===== src/design/axi_regs_pkg.sv =====
package axi_regs_pkg;

    // bus byte address
    typedef logic [31:0] addr_t;

    // register and bus data word
    typedef logic [31:0] data_t;

    // one strobe bit per data byte
    typedef logic [3:0] strb_t;

    typedef logic [1:0] resp_t;

    // response codes, same on b and r channels
    localparam resp_t RESP_OKAY   = 2'b00;
    localparam resp_t RESP_SLVERR = 2'b10;

endpackage


===== src/design/axi4_lite_if.sv =====
`timescale 1ns/1ps

interface axi4_lite_if;

    // write address channel
    axi_regs_pkg::addr_t awaddr;
    logic                awvalid;
    logic                awready;

    // write data channel
    axi_regs_pkg::data_t wdata;
    axi_regs_pkg::strb_t wstrb;
    logic                wvalid;
    logic                wready;

    // write response channel
    axi_regs_pkg::resp_t bresp;
    logic                bvalid;
    logic                bready;

    // read address channel
    axi_regs_pkg::addr_t araddr;
    logic                arvalid;
    logic                arready;

    // read data channel
    axi_regs_pkg::data_t rdata;
    axi_regs_pkg::resp_t rresp;
    logic                rvalid;
    logic                rready;

    modport master (
        output awaddr, awvalid, wdata, wstrb, wvalid, bready, araddr, arvalid, rready,
        input  awready, wready, bresp, bvalid, arready, rdata, rresp, rvalid
    );

    modport slave (
        input  awaddr, awvalid, wdata, wstrb, wvalid, bready, araddr, arvalid, rready,
        output awready, wready, bresp, bvalid, arready, rdata, rresp, rvalid
    );

endinterface


===== src/design/reg_bank_if.sv =====
`timescale 1ns/1ps

interface reg_bank_if #(
    parameter int REG_COUNT = 16
);

    localparam int IDX_W = $clog2(REG_COUNT);

    // write port, one strobed word per cycle
    logic                wr_en;
    logic [IDX_W-1:0]    wr_index;
    axi_regs_pkg::data_t wr_data;
    axi_regs_pkg::strb_t wr_strb;

    // read port
    logic [IDX_W-1:0]    rd_index;
    axi_regs_pkg::data_t rd_data;

    modport ctrl (
        output wr_en, wr_index, wr_data, wr_strb, rd_index,
        input  rd_data
    );

    modport bank (
        input  wr_en, wr_index, wr_data, wr_strb, rd_index,
        output rd_data
    );

endinterface


===== src/design/axi4_lite_slave.sv =====
`timescale 1ns/1ps

module axi4_lite_slave #(
    parameter int REG_COUNT = 16
) (
    input  logic       clk,
    input  logic       rst_n,
    axi4_lite_if.slave axi,
    reg_bank_if.ctrl   regs
);

    localparam int IDX_W = $clog2(REG_COUNT);

    // first byte address past the register window
    localparam axi_regs_pkg::addr_t WINDOW_END = axi_regs_pkg::addr_t'(4 * REG_COUNT);

    typedef enum logic [1:0] {
        W_IDLE,
        W_DATA,
        W_RESP
    } write_state_t;

    typedef enum logic {
        R_IDLE,
        R_DATA
    } read_state_t;

    write_state_t w_state;
    write_state_t w_next;
    read_state_t  r_state;
    read_state_t  r_next;

    axi_regs_pkg::addr_t wr_addr;
    axi_regs_pkg::addr_t rd_addr;
    axi_regs_pkg::data_t rd_word;

    logic wr_ok;
    logic rd_ok;
    logic aw_xfer;
    logic w_xfer;
    logic b_xfer;
    logic ar_xfer;
    logic r_xfer;

    // aligned and inside the window
    function automatic logic addr_in_window(axi_regs_pkg::addr_t addr);
        return (addr < WINDOW_END) && (addr[1:0] == 2'b00);
    endfunction

    assign aw_xfer = axi.awvalid && axi.awready;
    assign w_xfer  = axi.wvalid && axi.wready;
    assign b_xfer  = axi.bvalid && axi.bready;
    assign ar_xfer = axi.arvalid && axi.arready;
    assign r_xfer  = axi.rvalid && axi.rready;

    // write channel
    always_ff @(posedge clk or negedge rst_n) begin
        if (!rst_n) begin
            w_state <= W_IDLE;
        end else begin
            w_state <= w_next;
        end
    end

    always_comb begin
        w_next = w_state;
        case (w_state)
            W_IDLE: begin
                if (aw_xfer) begin
                    w_next = W_DATA;
                end
            end
            W_DATA: begin
                if (w_xfer) begin
                    w_next = W_RESP;
                end
            end
            W_RESP: begin
                if (b_xfer) begin
                    w_next = W_IDLE;
                end
            end
            default: w_next = W_IDLE;
        endcase
    end

    always_ff @(posedge clk or negedge rst_n) begin
        if (!rst_n) begin
            wr_addr <= '0;
        end else if (aw_xfer) begin
            wr_addr <= axi.awaddr;
        end
    end

    assign wr_ok = addr_in_window(wr_addr);

    assign axi.awready = (w_state == W_IDLE);
    assign axi.wready  = (w_state == W_DATA);
    assign axi.bvalid  = (w_state == W_RESP);
    // wr_addr is stable from W_DATA through W_RESP, so bresp holds too
    assign axi.bresp   = wr_ok ? axi_regs_pkg::RESP_OKAY : axi_regs_pkg::RESP_SLVERR;

    // bad address drops the write
    assign regs.wr_en    = w_xfer && wr_ok;
    assign regs.wr_index = wr_addr[IDX_W+1:2];
    assign regs.wr_data  = axi.wdata;
    assign regs.wr_strb  = axi.wstrb;

    // read channel
    always_ff @(posedge clk or negedge rst_n) begin
        if (!rst_n) begin
            r_state <= R_IDLE;
        end else begin
            r_state <= r_next;
        end
    end

    always_comb begin
        r_next = r_state;
        case (r_state)
            R_IDLE: begin
                if (ar_xfer) begin
                    r_next = R_DATA;
                end
            end
            R_DATA: begin
                if (r_xfer) begin
                    r_next = R_IDLE;
                end
            end
            default: r_next = R_IDLE;
        endcase
    end

    always_ff @(posedge clk or negedge rst_n) begin
        if (!rst_n) begin
            rd_addr <= '0;
        end else if (ar_xfer) begin
            rd_addr <= axi.araddr;
        end
    end

    // snapshot taken on the ar edge; a write on that same edge is not seen
    assign regs.rd_index = axi.araddr[IDX_W+1:2];

    always_ff @(posedge clk or negedge rst_n) begin
        if (!rst_n) begin
            rd_word <= '0;
        end else if (ar_xfer) begin
            rd_word <= regs.rd_data;
        end
    end

    assign rd_ok = addr_in_window(rd_addr);

    assign axi.arready = (r_state == R_IDLE);
    assign axi.rvalid  = (r_state == R_DATA);
    assign axi.rresp   = rd_ok ? axi_regs_pkg::RESP_OKAY : axi_regs_pkg::RESP_SLVERR;
    assign axi.rdata   = (axi.rvalid && rd_ok) ? rd_word : '0;

endmodule


===== src/design/axi_reg_top.sv =====
`timescale 1ns/1ps

module axi_reg_top #(
    parameter int REG_COUNT = 16
) (
    input  logic                clk,
    input  logic                rst_n,

    // write address
    input  axi_regs_pkg::addr_t awaddr,
    input  logic                awvalid,
    output logic                awready,

    // write data
    input  axi_regs_pkg::data_t wdata,
    input  axi_regs_pkg::strb_t wstrb,
    input  logic                wvalid,
    output logic                wready,

    // write response
    output axi_regs_pkg::resp_t bresp,
    output logic                bvalid,
    input  logic                bready,

    // read address
    input  axi_regs_pkg::addr_t araddr,
    input  logic                arvalid,
    output logic                arready,

    // read data
    output axi_regs_pkg::data_t rdata,
    output axi_regs_pkg::resp_t rresp,
    output logic                rvalid,
    input  logic                rready
);

    axi4_lite_if axi_bus ();

    reg_bank_if #(
        .REG_COUNT (REG_COUNT)
    ) reg_bus ();

    // master side comes straight from the pins
    assign axi_bus.awaddr  = awaddr;
    assign axi_bus.awvalid = awvalid;
    assign axi_bus.wdata   = wdata;
    assign axi_bus.wstrb   = wstrb;
    assign axi_bus.wvalid  = wvalid;
    assign axi_bus.bready  = bready;
    assign axi_bus.araddr  = araddr;
    assign axi_bus.arvalid = arvalid;
    assign axi_bus.rready  = rready;

    assign awready = axi_bus.awready;
    assign wready  = axi_bus.wready;
    assign bresp   = axi_bus.bresp;
    assign bvalid  = axi_bus.bvalid;
    assign arready = axi_bus.arready;
    assign rdata   = axi_bus.rdata;
    assign rresp   = axi_bus.rresp;
    assign rvalid  = axi_bus.rvalid;

    axi4_lite_slave #(
        .REG_COUNT (REG_COUNT)
    ) i_slave (
        .clk   (clk),
        .rst_n (rst_n),
        .axi   (axi_bus.slave),
        .regs  (reg_bus.ctrl)
    );

    reg_bank #(
        .REG_COUNT (REG_COUNT)
    ) i_bank (
        .clk   (clk),
        .rst_n (rst_n),
        .regs  (reg_bus.bank)
    );

endmodule


===== src/design/reg_bank.sv =====
`timescale 1ns/1ps

module reg_bank #(
    parameter int REG_COUNT = 16
) (
    input  logic     clk,
    input  logic     rst_n,
    reg_bank_if.bank regs
);

    axi_regs_pkg::data_t mem [REG_COUNT];

    // byte lanes follow wr_strb
    always_ff @(posedge clk or negedge rst_n) begin
        if (!rst_n) begin
            for (int i = 0; i < REG_COUNT; i++) begin
                mem[i] <= '0;
            end
        end else if (regs.wr_en) begin
            for (int b = 0; b < $bits(axi_regs_pkg::strb_t); b++) begin
                if (regs.wr_strb[b]) begin
                    mem[regs.wr_index][b*8 +: 8] <= regs.wr_data[b*8 +: 8];
                end
            end
        end
    end

    // asynchronous read
    assign regs.rd_data = mem[regs.rd_index];

endmodule


===== config.mk =====
export PLATFORM = sky130hd
export DESIGN_NAME = axi_reg_top
export DESIGN_NICKNAME = d
export VERILOG_FILES = /design/src/design/axi_regs_pkg.sv /design/src/design/axi4_lite_if.sv /design/src/design/reg_bank_if.sv /design/src/design/axi4_lite_slave.sv /design/src/design/axi_reg_top.sv /design/src/design/reg_bank.sv
export SDC_FILE = /design/constraint.sdc
export NUM_CORES = 1
export LEC_CHECK = 0
export BUFFER_PORTS_ARGS = -buffer_cell sky130_fd_sc_hd__buf_2
export CORE_MARGIN = 1
export CORE_UTILIZATION = 40
export CTS_CLUSTER_DIAMETER = 100
export DETAILED_ROUTE_END_ITERATION = 6
export PLACE_DENSITY = 0.64
export REMOVE_ABC_BUFFERS = 1
export SYNTH_ARGS = -nofsm -noshare
export SYNTH_HDL_FRONTEND = slang
export SYNTH_SLANG_ARGS = --single-unit

===== constraint.sdc =====
create_clock -name clk -period 2.9 [get_ports clk]
set_input_delay 0.58 -clock clk [delete_from_list [all_inputs] [get_ports clk]]
set_output_delay 0.58 -clock clk [all_outputs]
set_load 0.01 [all_outputs]

==> qor.yml <==
status: "complete, but fails checks"
timing.critical_path.from: "i_slave.rd_addr[31]"
vdd.ir_drop.worst_mv: 0.2866
power_leakage_nw: 15.94
timing_hold_violations_final: 0
areaGrowthSynthToFinish_pct: 17.33
grt_use_met3_pct: 3.214
h-tree-depth: 3
synthesis.instances: 1852
layout-drive-gt1-share_pct: 49.71
dr.first_iter.drc_count: 1066
drc: 0
gr-max-usage-layer: "met2"
timing.critical_path.arrival_ps: 2370
timing.rr.start: "i_slave.wr_addr[15]"
end_kind: "output pin"
mappedNetlistArea_um2: 27590
core_region_area_um2: 67750
hpwl_um: 44440
final_area_um2: 32370
detailed_place.area_um2: 29820
routed_wire_length_per_instance_um: 23.15
start_kind: "register"
critPathCapture: "rdata[13]"
violations: "negative setup slack"
worst_relative_slew_slack_pct: 23.55
synth_area_per_cell_um2: 14.90
layout_worst_path_cycle_share_pct: 101.6
die_w_um: 264.6
initial_core_util_pct: 40.73
met2_usage_in_global_routing_pct: 33.09
clock_tree_from_tritoncts: "done"
clk_pin_slew_worst_paths_ps: 60
detail_route.vias_per_cell: 5.564
fin_nets: 2142
reg2regPathDepth: 5
setup_slack_ps: -47.07
clock-skew-final_ps: 14.15
synth_largest_area_cell: "sky130_fd_sc_hd__dfrtp_1"
cts_num_sinks: 607
hold_path.class: "in2reg"
netlist-cell-type-count: 32
grt_antenna_before_repair: 0
worstMarginPinSlew_ps: 1144
cts_buffers: 68
rsz0062_at_grt: "true"
critical_path_required_ps: 2320
critical_path_maximum_fanout: 14
reg2reg_to: "i_bank.mem[4]"
fp.dieArea_um2: 70040
detailedRoute.firstPassIterationCount: 6
first_global_vias: 17927
die_height_um: 264.6
path_class: "reg2out"
rrSetupSlack_ps: 220
fp-row-count: 95
clk_latency_ps: 600
p_per_area_nw_per_um2: 605.7
global_route.usage.met1_pct: 27.95
drt_wl_total_um: 68480
design.portCount: 148
gp_congestion: 0.7780
final-max-slew-violation-count: 0
pin_count_of_the_biggest_net_entering_global_routing: 80
grt_remaining_overflow: 0
min_period_ps: 2947
ctsRootBufferMaster: "sky130_fd_sc_hd__clkbuf_16"
ys_seq_elements: 607
synth_seq_area_share_pct: 55.05
finalHoldWorstSlack_ps: 180.0
yosys_warnings: 0
detailroute.via_count: 16459
grt_first_pass_wirelength_um: 108800
antenna_violating_nets_post_route: 0
fmax_ghz: 0.3393
setup_viol_count_final: 24
synth_top_cells_by_area: "sky130_fd_sc_hd__dfrtp_1, sky130_fd_sc_hd__mux2_2, sky130_fd_sc_hd__mux4_2"
max-cap-violations: 0
grt_usage_pct: 20.29
cts.path.max_buffers: 3
quantity_of_i_o_buffers_inserted_on_ports: 145
synth_largest_type_area_fraction_pct: 55.05
==> how the worst min path moves through the flow <==
stage	start	end	slack (ps)	cells past startpoint
2_1_floorplan	rst_n	i_bank.mem[0]	280	0
3_3_place_gp	i_slave.rd_addr[23]	i_slave.rd_addr[23]	460	2
3_5_place_dp	i_slave.rd_addr[25]	i_slave.rd_addr[25]	470	2
4_1_cts	araddr[8]	i_slave.rd_addr[8]	140	3
5_1_grt	araddr[8]	i_slave.rd_addr[8]	170	3
6_report	araddr[8]	i_slave.rd_addr[8]	180	3
==> cell families after synthesis <==
kind of cell | count (synthesis) | share of synthesized area (%)
buffers and inverters | 128 | 1.914
other | 1 | 0.01359
and+or+nand+nor | 281 | 6.806
muxes | 737 | 33.56
DFF | 607 | 55.05
AOI/OAI and AO/OA | 98 | 2.662
==> layout by cell type, fill, tap and decap left out, types with 4 or more instances in the layout <==
cell type,instances
sky130_fd_sc_hd__mux2_2,518
sky130_fd_sc_hd__nor2b_1,6
sky130_fd_sc_hd__mux2_1,26
sky130_fd_sc_hd__nand4bb_1,4
sky130_fd_sc_hd__clkbuf_8,13
sky130_fd_sc_hd__nor4_4,5
sky130_fd_sc_hd__bufinv_16,6
sky130_fd_sc_hd__dfrtp_1,607
sky130_fd_sc_hd__inv_6,4
sky130_fd_sc_hd__nor2_1,5
sky130_fd_sc_hd__nor3_4,31
sky130_fd_sc_hd__nand2_1,128
sky130_fd_sc_hd__nor3_2,18
sky130_fd_sc_hd__nand3_1,10
sky130_fd_sc_hd__clkbuf_1,18
sky130_fd_sc_hd__buf_6,18
sky130_fd_sc_hd__and2_1,16
sky130_fd_sc_hd__a22oi_1,32
sky130_fd_sc_hd__clkinv_2,5
sky130_fd_sc_hd__buf_12,20
sky130_fd_sc_hd__mux4_2,96
sky130_fd_sc_hd__buf_2,124
sky130_fd_sc_hd__o211ai_1,64
sky130_fd_sc_hd__and2_4,18
sky130_fd_sc_hd__and4b_1,4
sky130_fd_sc_hd__mux2i_1,97
sky130_fd_sc_hd__nor4_1,6
sky130_fd_sc_hd__buf_4,72
sky130_fd_sc_hd__nand4_1,13
sky130_fd_sc_hd__clkbuf_16,70
==> power breakdown <==
group          switching, mW  internal [mW]
Combinational           1.08          0.638
Clock                   3.42           5.31
Sequential             0.323           8.84
Total                   4.82           14.8
==> cell type report <==
cell class / instances / area [um2]
Fill cell: 5853 / 35380
Sequential cell: 607 / 15190
Multi-Input combinational cell: 1118 / 12000
Clock buffer: 101 / 1998
Timing Repair Buffer: 237 / 1804
Tap cell: 873 / 1092
Clock inverter: 18 / 272.8
Inverter: 3 / 11.26
Antenna cell: 1 / 2.502
==> synthesized netlist by cell type <==
master                      count
sky130_fd_sc_hd__a22oi_1       32
sky130_fd_sc_hd__mux2_2       518
sky130_fd_sc_hd__nand3_1       10
sky130_fd_sc_hd__o21ai_0        1
sky130_fd_sc_hd__mux2_1        26
sky130_fd_sc_hd__or2_2          1
sky130_fd_sc_hd__nor2b_1        8
sky130_fd_sc_hd__clkbuf_1      89
sky130_fd_sc_hd__and2_1        35
sky130_fd_sc_hd__dfrtp_1      607
sky130_fd_sc_hd__inv_1          3
sky130_fd_sc_hd__buf_1         12
sky130_fd_sc_hd__nor3_2        18
sky130_fd_sc_hd__nor2_1         6
sky130_fd_sc_hd__mux4_2        96
sky130_fd_sc_hd__and4_1         2
sky130_fd_sc_hd__buf_4          7
sky130_fd_sc_hd__conb_1         1
sky130_fd_sc_hd__nand2b_1       2
sky130_fd_sc_hd__mux2i_1       97
sky130_fd_sc_hd__nor4_4         3
sky130_fd_sc_hd__nor3_4        30
sky130_fd_sc_hd__nand2_1      128
sky130_fd_sc_hd__a22o_1         1
sky130_fd_sc_hd__nand4_1       13
sky130_fd_sc_hd__buf_2         17
sky130_fd_sc_hd__nand4_2        3
sky130_fd_sc_hd__nor3_1         3
sky130_fd_sc_hd__nor4_1        11
sky130_fd_sc_hd__nand4bb_1      4
sky130_fd_sc_hd__and4b_1        4
sky130_fd_sc_hd__o211ai_1      64
==> critical path, cell delays in order (launching register included) <==
cell and delay [ps]:
sky130_fd_sc_hd__dfrtp_1 410, sky130_fd_sc_hd__nor4_4 320, sky130_fd_sc_hd__nand4_1 110, sky130_fd_sc_hd__buf_4 170, sky130_fd_sc_hd__nor3_4 140, sky130_fd_sc_hd__buf_12 150
sky130_fd_sc_hd__buf_12 150, sky130_fd_sc_hd__and2_4 180, sky130_fd_sc_hd__buf_6 100
==> stage by stage <==
stage / util, % / std cells / setup WS, ps / power [mW] / setup TNS (ps)
floorplan: - / 1728 / -2609 / 10.03 / -1035290
global placement: 44.01 / 2834 / 238.7 / 10.94 / 0
detailed placement: 44.01 / 2834 / 181.3 / 11.01 / 0
CTS: 47.66 / 2957 / -116.5 / 19.84 / -2724
global route: 47.78 / 2957 / -181.8 / 20.39 / -5057
finish: 47.78 / 2958 / -47.07 / 19.61 / -528.1
==> timing repair <==
action                                  in CTS  in global routing
hold buffers                                 1                  0
gates cloned                                 1                  0
gates resized for setup                     35                 18
setup buffers                                2                  0
endpoints found under the hold margin       48                  0
endpoints found under the setup margin      33                 33
pin swaps                                    6                  2
==> sequential cells by signal, indices dropped and copies added, names as in the netlist <==
register / count
i_slave.axi.rvalid: 1
i_bank.mem: 512
i_slave.rd_word: 32
i_slave.w_state: 2
i_slave.wr_addr: 32
i_slave.rd_addr: 28
==> routing by layer <==
metal / vias to the layer above / part of all wire, %
met3: 88 / 4.1
met4: 0 / 2.2
li1: 7243 / -
met2: 314 / 49
met1: 8814 / 44
met5: - / 0
No activity file was read; power rests on OpenSTA's default activity.
